## src/include/alu_defines.svh

```systemverilog
`ifndef ALU_DEFINES_SVH
`define ALU_DEFINES_SVH

// Width of the data path through the execute block.
// Operands, results and all shifter levels use this width.
`define ALU_WIDTH 16

// Width of the shift amount.
// The shifter takes it from the low bits of operand b.
// Three base-3 digits cover amounts 0 to 15 with this width.
`define SHAMT_WIDTH 4

`endif

```

## src/hdl/alu_pkg.sv

```systemverilog
package alu_pkg;

  // Operation codes.
  // For shifts, the low two bits give the shift mode.
  typedef enum logic [2:0] {
    OP_ADD  = 3'd0,
    OP_SUB  = 3'd1,
    OP_XOR  = 3'd2,
    OP_AND  = 3'd3,
    OP_SLL  = 3'd4,
    OP_SRA  = 3'd5,
    OP_ROR  = 3'd6,
    OP_RSVD = 3'd7
  } alu_op_t;

  // Shift modes.
  // The value 3 is not used.
  typedef enum logic [1:0] {
    SH_SLL = 2'd0,
    SH_SRA = 2'd1,
    SH_ROR = 2'd2
  } shift_mode_t;

  // Condition flags.
  // The same layout serves as a per-field write mask.
  typedef struct packed {
    logic z;
    logic v;
    logic n;
  } flags_t;

endpackage

```

## src/hdl/shift_stage.sv

```systemverilog
`timescale 1ns/1ps

`include "alu_defines.svh"

module shift_stage #(
  parameter int DIST = 1
) (
  input  logic [`ALU_WIDTH-1:0] data_in,
  input  alu_pkg::shift_mode_t  mode,
  input  logic [1:0]            sel,
  output logic [`ALU_WIDTH-1:0] data_out
);

  import alu_pkg::*;

  localparam int W = `ALU_WIDTH;

  // Rotation distances folded into the word width.
  localparam int ROT1 = DIST % W;
  localparam int ROT2 = (2 * DIST) % W;

  logic [W-1:0] one_dist;
  logic [W-1:0] two_dist;

  // Candidate outputs for one and two times the level distance.
  always_comb begin
    case (mode)
      SH_SLL: begin
        one_dist = data_in << DIST;
        two_dist = data_in << (2 * DIST);
      end
      SH_SRA: begin
        one_dist = $signed(data_in) >>> DIST;
        two_dist = $signed(data_in) >>> (2 * DIST);
      end
      SH_ROR: begin
        // A zero rotation leaves the left term empty, so the word passes as is.
        one_dist = (data_in >> ROT1) | (data_in << (W - ROT1));
        two_dist = (data_in >> ROT2) | (data_in << (W - ROT2));
      end
      default: begin
        one_dist = data_in;
        two_dist = data_in;
      end
    endcase
  end

  // Three-way select on the base-3 digit.
  always_comb begin
    case (sel)
      2'd0:    data_out = data_in;
      2'd1:    data_out = one_dist;
      2'd2:    data_out = two_dist;
      default: data_out = data_in;
    endcase
  end

endmodule

```

## src/hdl/barrel_shifter.sv

```systemverilog
`timescale 1ns/1ps

`include "alu_defines.svh"

module barrel_shifter (
  input  logic [`ALU_WIDTH-1:0]   data_in,
  input  logic [`SHAMT_WIDTH-1:0] shamt,
  input  alu_pkg::shift_mode_t    mode,
  output logic [`ALU_WIDTH-1:0]   data_out
);

  logic [1:0] sel_d0;
  logic [1:0] sel_d1;
  logic [1:0] sel_d2;

  logic [`ALU_WIDTH-1:0] stage1_out;
  logic [`ALU_WIDTH-1:0] stage3_out;

  // Base-3 digits of the shift amount, most significant digit first.
  always_comb begin
    case (shamt)
      4'd0:    {sel_d2, sel_d1, sel_d0} = {2'd0, 2'd0, 2'd0};
      4'd1:    {sel_d2, sel_d1, sel_d0} = {2'd0, 2'd0, 2'd1};
      4'd2:    {sel_d2, sel_d1, sel_d0} = {2'd0, 2'd0, 2'd2};
      4'd3:    {sel_d2, sel_d1, sel_d0} = {2'd0, 2'd1, 2'd0};
      4'd4:    {sel_d2, sel_d1, sel_d0} = {2'd0, 2'd1, 2'd1};
      4'd5:    {sel_d2, sel_d1, sel_d0} = {2'd0, 2'd1, 2'd2};
      4'd6:    {sel_d2, sel_d1, sel_d0} = {2'd0, 2'd2, 2'd0};
      4'd7:    {sel_d2, sel_d1, sel_d0} = {2'd0, 2'd2, 2'd1};
      4'd8:    {sel_d2, sel_d1, sel_d0} = {2'd0, 2'd2, 2'd2};
      4'd9:    {sel_d2, sel_d1, sel_d0} = {2'd1, 2'd0, 2'd0};
      4'd10:   {sel_d2, sel_d1, sel_d0} = {2'd1, 2'd0, 2'd1};
      4'd11:   {sel_d2, sel_d1, sel_d0} = {2'd1, 2'd0, 2'd2};
      4'd12:   {sel_d2, sel_d1, sel_d0} = {2'd1, 2'd1, 2'd0};
      4'd13:   {sel_d2, sel_d1, sel_d0} = {2'd1, 2'd1, 2'd1};
      4'd14:   {sel_d2, sel_d1, sel_d0} = {2'd1, 2'd1, 2'd2};
      4'd15:   {sel_d2, sel_d1, sel_d0} = {2'd1, 2'd2, 2'd0};
      default: {sel_d2, sel_d1, sel_d0} = {2'd0, 2'd0, 2'd0};
    endcase
  end

  shift_stage #(.DIST(1)) u_stage_1 (
    .data_in  (data_in),
    .mode     (mode),
    .sel      (sel_d0),
    .data_out (stage1_out)
  );

  shift_stage #(.DIST(3)) u_stage_3 (
    .data_in  (stage1_out),
    .mode     (mode),
    .sel      (sel_d1),
    .data_out (stage3_out)
  );

  // The top digit never reaches 2 for amounts up to 15.
  shift_stage #(.DIST(9)) u_stage_9 (
    .data_in  (stage3_out),
    .mode     (mode),
    .sel      (sel_d2),
    .data_out (data_out)
  );

endmodule

```

## src/hdl/sat_adder.sv

```systemverilog
`timescale 1ns/1ps

`include "alu_defines.svh"

module sat_adder (
  input  logic [`ALU_WIDTH-1:0] a,
  input  logic [`ALU_WIDTH-1:0] b,
  input  logic                  sub,
  output logic [`ALU_WIDTH-1:0] sum,
  output logic                  ovf
);

  localparam int W = `ALU_WIDTH;

  localparam logic [W-1:0] SAT_MAX = {1'b0, {(W-1){1'b1}}};
  localparam logic [W-1:0] SAT_MIN = {1'b1, {(W-1){1'b0}}};

  logic [W-1:0] b_eff;
  logic [W-1:0] raw_sum;

  // Subtraction adds the inverted operand with a carry-in of one.
  assign b_eff   = sub ? ~b : b;
  assign raw_sum = a + b_eff + {{(W-1){1'b0}}, sub};

  // Overflow when both addends share a sign that the raw sum does not.
  assign ovf = (a[W-1] == b_eff[W-1]) && (raw_sum[W-1] != a[W-1]);

  always_comb begin
    if (ovf) begin
      // The sign of a tells which limit was crossed.
      sum = a[W-1] ? SAT_MIN : SAT_MAX;
    end else begin
      sum = raw_sum;
    end
  end

endmodule

```

## src/hdl/alu_core.sv

```systemverilog
`timescale 1ns/1ps

`include "alu_defines.svh"

module alu_core (
  input  alu_pkg::alu_op_t      op,
  input  logic [`ALU_WIDTH-1:0] a,
  input  logic [`ALU_WIDTH-1:0] b,
  output logic [`ALU_WIDTH-1:0] y,
  output alu_pkg::flags_t       flags_new,
  output alu_pkg::flags_t       flags_upd
);

  import alu_pkg::*;

  localparam int W = `ALU_WIDTH;

  logic          is_sub;
  logic [W-1:0]  add_sum;
  logic          add_ovf;
  shift_mode_t   sh_mode;
  logic [W-1:0]  shift_out;

  assign is_sub = (op == OP_SUB);

  // Shift opcodes carry their mode in the low two bits.
  assign sh_mode = shift_mode_t'(op[1:0]);

  sat_adder u_sat_adder (
    .a   (a),
    .b   (b),
    .sub (is_sub),
    .sum (add_sum),
    .ovf (add_ovf)
  );

  barrel_shifter u_barrel_shifter (
    .data_in  (a),
    .shamt    (b[`SHAMT_WIDTH-1:0]),
    .mode     (sh_mode),
    .data_out (shift_out)
  );

  always_comb begin
    case (op)
      OP_ADD,
      OP_SUB:  y = add_sum;
      OP_XOR:  y = a ^ b;
      OP_AND:  y = a & b;
      OP_SLL,
      OP_SRA,
      OP_ROR:  y = shift_out;
      default: y = '0;
    endcase
  end

  // Candidate flags for every opcode; the mask decides which ones land.
  always_comb begin
    flags_new.z = (y == '0);
    flags_new.v = add_ovf;
    flags_new.n = y[W-1];
  end

  always_comb begin
    flags_upd = '0;
    case (op)
      OP_ADD,
      OP_SUB: begin
        flags_upd.z = 1'b1;
        flags_upd.v = 1'b1;
        flags_upd.n = 1'b1;
      end
      OP_XOR,
      OP_AND,
      OP_SLL,
      OP_SRA,
      OP_ROR: begin
        flags_upd.z = 1'b1;
      end
      default: begin
        // Reserved opcode leaves every flag alone.
        flags_upd = '0;
      end
    endcase
  end

endmodule

```

## src/hdl/alu_exec_top.sv

```systemverilog
`timescale 1ns/1ps

`include "alu_defines.svh"

module alu_exec_top (
  input  logic                  clk,
  input  logic                  rst_n,
  input  logic                  in_valid,
  input  alu_pkg::alu_op_t      op,
  input  logic [`ALU_WIDTH-1:0] a,
  input  logic [`ALU_WIDTH-1:0] b,
  output logic                  out_valid,
  output logic [`ALU_WIDTH-1:0] result,
  output alu_pkg::flags_t       flags
);

  import alu_pkg::*;

  logic [`ALU_WIDTH-1:0] core_y;
  flags_t                core_flags;
  flags_t                core_upd;

  alu_core u_alu_core (
    .op        (op),
    .a         (a),
    .b         (b),
    .y         (core_y),
    .flags_new (core_flags),
    .flags_upd (core_upd)
  );

  // Output stage with a one-cycle valid pulse per strobe.
  always_ff @(posedge clk) begin
    if (!rst_n) begin
      out_valid <= 1'b0;
      result    <= '0;
    end else begin
      out_valid <= in_valid;
      if (in_valid) begin
        result <= core_y;
      end
    end
  end

  // Each flag field is written only when its mask bit is set.
  always_ff @(posedge clk) begin
    if (!rst_n) begin
      flags <= '0;
    end else if (in_valid) begin
      if (core_upd.z) begin
        flags.z <= core_flags.z;
      end
      if (core_upd.v) begin
        flags.v <= core_flags.v;
      end
      if (core_upd.n) begin
        flags.n <= core_flags.n;
      end
    end
  end

endmodule

```

## config.mk

```make
export PLATFORM = sky130hd
export DESIGN_NAME = alu_exec_top
export DESIGN_NICKNAME = d
export VERILOG_FILES = /design/src/hdl/alu_pkg.sv /design/src/hdl/shift_stage.sv /design/src/hdl/barrel_shifter.sv /design/src/hdl/sat_adder.sv /design/src/hdl/alu_core.sv /design/src/hdl/alu_exec_top.sv
export VERILOG_INCLUDE_DIRS = /design/src /design/src/include
export SDC_FILE = /design/constraint.sdc
export NUM_CORES = 1
export LEC_CHECK = 0
export ABC_AREA = 1
export BUFFER_PORTS_ARGS = -buffer_cell sky130_fd_sc_hd__buf_2
export CORE_UTILIZATION = 23
export DETAILED_ROUTE_END_ITERATION = 10
export PLACE_DENSITY = 0.38
export SLEW_MARGIN = 20
export SYNTH_ARGS = -nofsm -noshare
export SYNTH_HDL_FRONTEND = slang
export SYNTH_SLANG_ARGS = --single-unit
```

## constraint.sdc

```tcl
create_clock -name clk -period 8.9 [get_ports clk]
set_input_delay 2.67 -clock clk [delete_from_list [all_inputs] [get_ports clk]]
set_output_delay 2.67 -clock clk [all_outputs]
set_load 0.01 [all_outputs]
```

# Word-level counts from Yosys, hierarchy flattened
# Memories as Yosys holds them, arrays and structs flattened.
# Cells that the tools add are included.
dict set report classes {
  add_sub_neg 2
  n_reduce_logical 10
  eq_ne 16
  n_bitwise 9
  muxes 15
}
# cell n
set op_table {}
lappend op_table {{$pmux 16 s3} 6}
lappend op_table {{$pmux 16 s2} 3}
lappend op_table {{$pmux 16 s4} 1}
lappend op_table {{$mux 16} 3}
lappend op_table {{$or 14x16->16} 2}
lappend op_table {{$add 16x1->16} 1}
lappend op_table {{$add 16x16->16} 1}
lappend op_table {{$and 16x16->16} 1}
lappend op_table {{$logic_not 16->1} 1}
lappend op_table {{$not 16->16} 1}
lappend op_table {{$or 10x16->16} 1}
lappend op_table {{$or 13x16->16} 1}
lappend op_table {{$or 15x16->16} 1}
lappend op_table {{$or 7x16->16} 1}
lappend op_table {{$xor 16x16->16} 1}
lappend op_table {{$eq 3x3->1 const B} 3}
lappend op_table {{$eq 2x1->1 const B} 4}
lappend op_table {{$eq 2x2->1 const B} 4}
lappend op_table {{$reduce_or 7->1} 1}
lappend op_table {{$eq 3x2->1 const B} 2}
lappend op_table {{$reduce_and 2->1} 3}
lappend op_table {{$eq 3x1->1 const B} 1}
lappend op_table {{$logic_not 3->1} 1}
lappend op_table {{$reduce_or 3->1} 1}
lappend op_table {{other kinds (7)} 7}
dict set report totals {
  n_memories 1
  mem_bits_ro 80
  regBits 20
  word_cells 58
}
# memory words word_bits read_ports rd_ports_with_merged_regs wr line_no
set memory_table {}
lappend memory_table {{(no name shown)} 16 5 1 0 0 barrel_shifter.sv:21} ;# case (shamt)

# Logic depth before layout (Yosys ltp)
# Gate-level depths: netlist of the first run.
dict set report depth {
  word_depth 11
  depth_mapped 29
}

# Cells and area by module
# From an unflattened synthesis of the first run, not the netlist that was laid out.
dict set report unflattened {
  cells_unflattened 1045
  area_unflattened_um2 5502.8
}
# mod cells_each area_per_inst_um2 seq_area_each_um2 instances
set by_module_without_submodules {}
lappend by_module_without_submodules {sat_adder 225 1356.3 0.0 1}
lappend by_module_without_submodules {alu_core 179 950.9 0.0 1}
lappend by_module_without_submodules {{shift_stage at u_alu_core.u_barrel_shifter.u_stage_1} 183 848.3 0.0 1}
lappend by_module_without_submodules {{shift_stage at u_alu_core.u_barrel_shifter.u_stage_3} 175 735.7 0.0 1}
lappend by_module_without_submodules {alu_exec_top 94 733.2 400.4 1}
lappend by_module_without_submodules {{shift_stage at u_alu_core.u_barrel_shifter.u_stage_9} 154 686.9 0.0 1}
lappend by_module_without_submodules {barrel_shifter 35 191.4 0.0 1}

# Least setup slack after synthesis of the first run
# No wires, ideal clock.
dict set report synth_path {
  path_kind {input-to-reg}
  from {input b[1]}
  to {register flags[2] (netlist name)}
  t_required_ns 8.834
  setup_slack_ns 3.292
  setup_ns 0.066
  stages 27
  t_arrival_ns 5.542
  cell_sequence {inv_1 > ha_1 > or2_2 > a32oi_1 > inv_1 > ha_1 > clkbuf_1 > nor2_1 > o21ai_0 > buf_2 > nand2_1 > nand2_1 > nand2_1 > nand3_1 > nand2_1 > nand2_1 > nand2_1 > nand2_1 > nand2_2 > nand2_1 > o21bai_1 > nand2_1 > nor2_1 > nand2_1 > nor2_1 > nand3_2 > a21oi_2}
}
dict set report synth_between {
  elab_chain_cells 11
}
# item line_no
set synth_lines {}
lappend synth_lines {{start, declared} alu_exec_top.sv:11} ;# input logic [`ALU_WIDTH-1:0] b,
lappend synth_lines {{branches (longest 9 deep; another with $add 16x16->16)} --}
lappend synth_lines {{$pmux 16 s4 *} alu_core.sv:45} ;# case (op)
lappend synth_lines {{$logic_not 16->1 *} alu_core.sv:59} ;# flags_new.z = (y == '0);
lappend synth_lines {{end, declared} alu_exec_top.sv:14} ;# output alu_pkg::flags_t flags
# Every way passes the cells marked *.
# A chain may end at the register's enable or synchronous reset.

# Worst setup path in the final report of the first run
dict set report layout_path {
  from {input b[0]}
  to {register flags[2] (netlist name)}
}
# The elaborated chain is that of the path after synthesis.

==> impl_metrics.tcl, run 1 <==
set metrics [dict create \
    core_area_um2 18270 \
    synthCells 790 \
    setup_viol_count_final 0 \
    largest_net_degree_at_the_start_of_global_routing 33 \
    worst_hold_startpoint "result[13]$_SDFFE_PN0P_" \
    die-area_um2 19480 \
    final_cell_mix "nand2_1 (336), nand3_1 (124), buf_2 (57)" \
    final.fill_count 2146 \
    synth-seq-area-share_pct 9.198 \
    timing.final.max_slew_violations 0 \
    maxCapViolations 0 \
    ys_ff_latch 20 \
    outcome "finished, final reports clean" \
    post_synth.cell_area_avg_um2 5.510 \
    period_needed_ns 6.516 \
    fmax_mhz 153.5 \
    tightestPinTransition_ns 0.8779 \
    final.setup.tns_ns 0 \
    finish.net_count 904 \
    worst_slack_ns 2.384 \
    data_required_critical_path_ns 9.04 \
    synthesis.yosys.warnings 0 \
    timing_worst_setup_path_type "input pin to flop" \
    critical_path.reg2reg.endpoint "flags[1]$_SDFFE_PN0P_" \
    cp-start-kind "input pin" \
    grt_remaining_overflow 0 \
    clock_insertion_delay_worst_skew_ns 0.25 \
    first_global_vias 4863 \
    drc_errors 0 \
    io_buffers 57 \
    highest_cell_delay_on_the_worst_timing_path_ns 0.64 \
    start_util_pct 23.83 \
    vias 5257 \
    detailedRoute.firstPassIterationCount 5 \
    most_common_cell_after_layout_fill_and_taps_aside "nand2_1" \
    antenna_left 0 \
    crit_slowest_cell "o21ai_1" \
    hold_end "result[13]$_SDFFE_PN0P_" \
    final.setup_skew_ns 0 \
    synthToLayoutAreaGrowth_pct 12.30 \
    post_cts.repair.setup_buffers 0 \
    layout-drive-gt1-share_pct 10.32 \
    yosysTopAreaCellShare_pct 28.97 \
    antennaDiodeCount 0 \
    synth_cell_types 36 \
    power_density_nw_per_um2 119.5 \
    number_of_flops_mapped_to_enable_cells_by_yosys 0 \
    yosysTopAreaCell "nand2_1" \
    h-tree-depth 1 \
    fp.dieW_um 139.6 \
    ys.flop_type "dfxtp_1" \
    antenna_found_initial 0 \
    ff2ff_setup_slack_ns 8.23 \
    wl_per_cell_um 17.20 \
    critical_path.most_common_cell "nand2_1" \
    vdd_ir_drop_max_uv 60.23 \
    drt_iter0_drc 457 \
    route.final.wire_length_mm 18.12 \
    std_cell_rows 49 \
    leakage_uw 0.002736 \
    rr_startpoint "flags[1]$_SDFFE_PN0P_" \
    hold_depth 1 \
    pin_count 58 \
    use_met1_pct 27.34 \
    synthesis.area_um2 4353 \
    critical_path.endpoint_type "flop" \
    post-layout-total-power_uw 584.4 \
    tritoncts "built" \
    grtUsageMet2_pct 29.07 \
    tritoncts.num_buffers 3 \
    postSynth.asyncResetShare_pct 0 \
    fp.dieH_um 139.6 \
    postCtsResizedCells 0 \
    clock_tree.buffer_depth 2 \
    post-dp-hpwl_mm 14.46 \
    period_share_pct 73.21 \
    slew_headroom_pct 41.26 \
    classification_of_the_worst_slack_hold_path "flop to flop" \
    global_route_wire_length_before_repair_mm 28.02 \
    gr-max-usage-layer "met2" \
    dpl_worst_slack_ns 2.149 \
    clock_tree.root_cell "clkbuf_16" \
    gr-usage-all-layers_pct 18.33 \
    clkTransAtPathRegs_ns 0.05 \
    setup_repair_after_global_routing_missed_its_margin "false" \
    tritoncts_num_sinks 20 \
    crit_path_max_fanout 17 \
    routability_congestion_estimate_from_global_placement 0.8779 \
    globalRouteMet3Util_pct 1.032 \
    hold_buffers 0 \
    routed_via_density 4.992 \
    synth_top_cells_by_area "nand2_1 (29%), nand3_1 (14%), ha_1 (11%)" \
    r2r_cells 4 \
    worst-endpoint-arrival_ns 6.65 \
    syn_nets 869 \
    hold_viol_final 0 \
]
## registers in the layout, indices dropped and copies added, names as in the netlist
| signal | cells |
|---|---|
| out_valid | 1 |
| flags | 3 |
| result | 16 |
## kinds of logic after synthesis
logic type | after synthesis | synth area share [%]
AND/OR/NAND/NOR | 512 | 49.78
buffers and inverters | 88 | 8.479
flip-flops | 20 | 9.198
adder cells (fa/ha/maj) | 41 | 11.96
AO/OA/AOI/OAI | 102 | 15.15
XOR/XNOR | 27 | 5.432
## cell usage after synthesis (all sizes together) (3+ instances only)
library cell / n
nand2: 342
nand3: 127
inv: 57
ha: 40
a21oi: 34
nor2: 33
o21ai: 27
a22o: 24
buf: 20
dfxtp: 20
xnor2: 17
xor2: 10
clkbuf: 9
a22oi: 5
a21boi: 4
o21bai: 4
nand3b: 3
nand4: 3
or2: 3
## how the worst max path moves through the flow
| stage | to | slack (ns) | depth (start not counted) | start |
|---|---|---|---|---|
| finish | flags[2]$_SDFFE_PN0P_ | 2.38 | 25 | b[0] |
| global route | flags[2]$_SDFFE_PN0P_ | 1.84 | 25 | b[0] |
| CTS | flags[2]$_SDFFE_PN0P_ | 2.41 | 25 | b[0] |
| detailed placement | flags[2]$_SDFFE_PN0P_ | 2.15 | 25 | b[0] |
| global placement | flags[2]$_SDFFE_PN0P_ | 1.76 | 25 | b[0] |
| floorplan | flags[2]$_SDFFE_PN0P_ | 3.29 | 27 | b[1] |
## critical path, delay by kind of cell
family,cells,cell delay (ns)
AO/OA/AOI/OAI,4,0.97
AND/OR/NAND/NOR,17,1.80
buffers and inverters,2,0.27
adder cells (fa/ha/maj),2,0.92
## power by group
part	switching [uW]	internal, uW
sequential	4.07	97.0
clock	33.0	68.5
combinational	260	122
## metal layers
layer | vias up | part of all wire (%)
li1 | 2682 | -
met3 | 17 | 3.3
met1 | 2426 | 51
met5 | - | 0
met4 | 0 | 1.5
met2 | 132 | 44
## through the flow
stage / instance area (um^2) / hold WS (ns) / cells / utilization [%]
after floorplan: 4353 / 0.4992 / 790 / -
after global placement: 4792 / 0.4600 / 1049 / 26.23
after detailed placement: 4792 / 0.4639 / 1049 / 26.23
after CTS: 4881 / 0.4767 / 1053 / 26.72
after global routing: 4888 / 0.4903 / 1053 / 26.76
final: 4888 / 0.4712 / 1053 / 26.76
## cell type report
| type | instances | area [um^2] | area share, % |
|---|---|---|---|
| Multi-Input combinational cell | 682 | 3591 | 73.46 |
| Sequential cell | 20 | 400.4 | 8.190 |
| Timing Repair Buffer | 59 | 300.3 | 6.143 |
| Tap cell | 229 | 286.5 | 5.861 |
| Inverter | 59 | 221.5 | 4.530 |
| Clock buffer | 4 | 88.84 | 1.817 |
(Power assumes the default switching activity.)
==> run 2, diff against run 1 <==
--- a/config.mk
+++ b/config.mk
@@ -6,11 +6,11 @@
 export SDC_FILE = /design/constraint.sdc
 export NUM_CORES = 1
 export LEC_CHECK = 0
-export ABC_AREA = 1
+export ABC_AREA = 0
 export BUFFER_PORTS_ARGS = -buffer_cell sky130_fd_sc_hd__buf_2
 export CORE_UTILIZATION = 23
 export DETAILED_ROUTE_END_ITERATION = 10
-export PLACE_DENSITY = 0.38
+export PLACE_DENSITY = 0.39
 export SLEW_MARGIN = 20
 export SYNTH_ARGS = -nofsm -noshare
 export SYNTH_HDL_FRONTEND = slang
==> constraint.sdc (replaced) <==
create_clock -name clk -period 5.4 [get_ports clk]
set_input_delay 1.62 -clock clk [delete_from_list [all_inputs] [get_ports clk]]
set_output_delay 1.62 -clock clk [all_outputs]
set_load 0.01 [all_outputs]
==> impl_metrics.tcl, run 2 <==
set metrics [dict create \
    synthToLayoutAreaGrowth_pct 23.12 \
    power_density_nw_per_um2 200.4 \
    metal2_wl_mm 11.80 \
    synth.top_cells.by_count "nand2_1 (80), o21ai_0 (57), a21oi_1 (50)" \
    topRoutingLayerUsed "met4" \
    global_route_wire_length_before_repair_mm 38.69 \
    yosysTopAreaCellShare_pct 9.655 \
    tritoncts "built" \
    drt_iter0_drc 656 \
    timing_worst_setup_path_type "input pin to flop" \
    ys_ff_latch 20 \
    worst-endpoint-arrival_ns 5.31 \
    fmax_mhz 194.3 \
    worst_slack_ns 0.2545 \
    largest-register "result" \
    antenna_left 0 \
    maxCapViolations 0 \
    core_area_um2 21960 \
    finish.net_count 899 \
    clock_tree.buffer_depth 2 \
    vias 6314 \
    clock_tree.root_cell "clkbuf_16" \
    std_cell_rows 54 \
    leakage_uw 0.002730 \
    count_leader_synth "nand2_1" \
    placement.cell_area_um2 6275 \
    critical_path.most_common_cell "buf_4" \
    setup_viol_count_final 0 \
    synthCells 719 \
    crit_slowest_cell "ha_2" \
    timing.final.max_slew_violations 0 \
    yosysTopAreaCell "ha_1" \
    classification_of_the_worst_slack_hold_path "flop to flop" \
    met3WireLength_mm 1.757 \
    ys.flop_type "dfxtp_1" \
    start_util_pct 23.61 \
    reg.largest.list "result (16), flags (3), out_valid (1)" \
    first_global_vias 6323 \
    layout-drive-gt1-share_pct 24.54 \
    routedLengthMet1_mm 11.10 \
    fp.dieW_um 152.1 \
    violations "design-rule violations" \
    slew_headroom_pct 31.64 \
    clkTransAtPathRegs_ns 0.05 \
    detailedRoute.firstPassIterationCount 8 \
    synth-seq-area-share_pct 7.724 \
    period_share_pct 95.29 \
    drc_errors 10 \
    tightestPinTransition_ns 1.022 \
    tritoncts.num_buffers 3 \
    final.setup.tns_ns 0 \
    period_needed_ns 5.146 \
    critical_path.cell_chain "buf_2 > inv_1 > ha_1 > nor2_1 > o31ai_1 > ha_2 > buf_4 > buf_4 > a221oi_1 > nor3_1 > o21ai_0 > a31oi_1 > nor4_1 > buf_4 > and4bb_1 > nand4_1 > o31ai_2" \
    largest_net_degree_at_the_start_of_global_routing 60 \
    post-dp-hpwl_mm 20.54 \
    final.setup_skew_ns 0 \
    cp-start-kind "input pin" \
    postSynth.asyncResetShare_pct 0 \
    post_cts.repair.setup_buffers 0 \
    setup_repair_after_global_routing_missed_its_margin "false" \
    routed_via_density 5.745 \
    synth_top_cells_by_area "ha_1 (9.7%), dfxtp_1 (7.7%), nand2_1 (5.8%)" \
    wl_per_cell_um 23.25 \
    clock_insertion_delay_worst_skew_ns 0.25 \
    antennaDiodeCount 0 \
    final.hold.worst_slack_ns 0.4468 \
    die-area_um2 23140 \
    critical_path.endpoint_type "flop" \
    crit_path_max_fanout 12 \
    antenna_found_initial 1 \
    highest_cell_delay_on_the_worst_timing_path_ns 0.42 \
    data_required_critical_path_ns 5.57 \
    synthesis.area_um2 5184 \
    syn_nets 798 \
    largest_register_ffs 16 \
    h-tree-depth 1 \
    post_synth.cell_area_avg_um2 7.210 \
    gr-usage-all-layers_pct 21.76 \
    fp.dieH_um 152.1 \
    route.final.wire_length_mm 25.55 \
    dpl_worst_slack_ns -0.1392 \
    hold_viol_final 0 \
    pin_count 58 \
    io_buffers 57 \
    vdd_ir_drop_max_uv 145.7 \
    grt_remaining_overflow 0 \
    most_common_cell_after_layout_fill_and_taps_aside "buf_4" \
    final_cell_area_excluding_filler_cells_um2 6382 \
    final_cell_mix "buf_4 (91), nand2_1 (80), buf_2 (56)" \
    synth_cell_types 90 \
    outcome "finished, violations left" \
    routability_congestion_estimate_from_global_placement 0.9991 \
    number_of_flops_mapped_to_enable_cells_by_yosys 0 \
    tritoncts_num_sinks 20 \
    synthesis.yosys.warnings 0 \
    final_core_utilization_pct 29.07 \
]
[run 2: logic make-up after synthesis]
family / after synthesis / share of synthesized area, %
adder cells (fa/ha/maj): 46 / 11.01
buffers and inverters: 77 / 6.903
AND/OR/NAND/NOR: 226 / 21.12
multiplexers: 40 / 8.351
AO/OA/AOI/OAI: 281 / 39.85
flip-flops: 20 / 7.724
XOR/XNOR: 29 / 5.045
[run 2: path summary, 6_finish.rpt]
| kind | startpoint | to | slack (ns) | cells past startpoint |
|---|---|---|---|---|
| setup / recovery | b[1] | flags[2]$_SDFFE_PN0P_ | 0.25 | 17 |
| hold reg to reg | result[12]$_SDFFE_PN0P_ | result[12]$_SDFFE_PN0P_ | 0.45 | 2 |
| setup reg to reg | flags[0]$_SDFFE_PN0P_ | flags[0]$_SDFFE_PN0P_ | 4.75 | 2 |
| hold / removal | result[12]$_SDFFE_PN0P_ | result[12]$_SDFFE_PN0P_ | 0.45 | 2 |
[run 2: area by class of cell]
| cell class | instances | area, um^2 |
|---|---|---|
| clock inverter | 1 | 30.03 |
| sequential | 20 | 400.4 |
| tap | 280 | 350.3 |
| inverter | 24 | 90.09 |
| fill | 2429 | 15580 |
| timing repair buffer | 149 | 1003 |
| multi-input combinational | 622 | 4433 |
| clock buffer | 3 | 75.07 |
[run 2: through the flow]
step | power, uW | std cells
2_1_floorplan | 686.7 | 719
3_3_place_gp | 1078 | 1095
3_5_place_dp | 1061 | 1095
4_1_cts | 1267 | 1099
5_1_grt | 1358 | 1099
6_report | 1279 | 1099
[run 2: worst max-delay path: cells and delay by family]
kind            cells  cell delay, ns
simple gates        5            0.93
buf+inv             5            0.74
fa+ha+maj           2            0.73
compound gates      5            1.27
[run 2: routing by layer]
| layer | global-route usage, % | vias up |
|---|---|---|
| met5 | 0 | - |
| met4 | 7.823 | 0 |
| met3 | 2.424 | 64 |
| met2 | 36.98 | 324 |
| met1 | 28.29 | 2970 |
| li1 | - | 2956 |
[run 2: what timing repair did]
| item | 4_1_cts | 5_1_grt |
|---|---|---|
| gates resized for setup | 0 | 3 |
| hold buffers | 0 | 0 |
| endpoints found under the setup margin | 0 | 1 |
[run 2: power by group]
part	internal (uW)	switching (uW)
sequential	159	5.95
combinational	362	550
clock	147	55.1
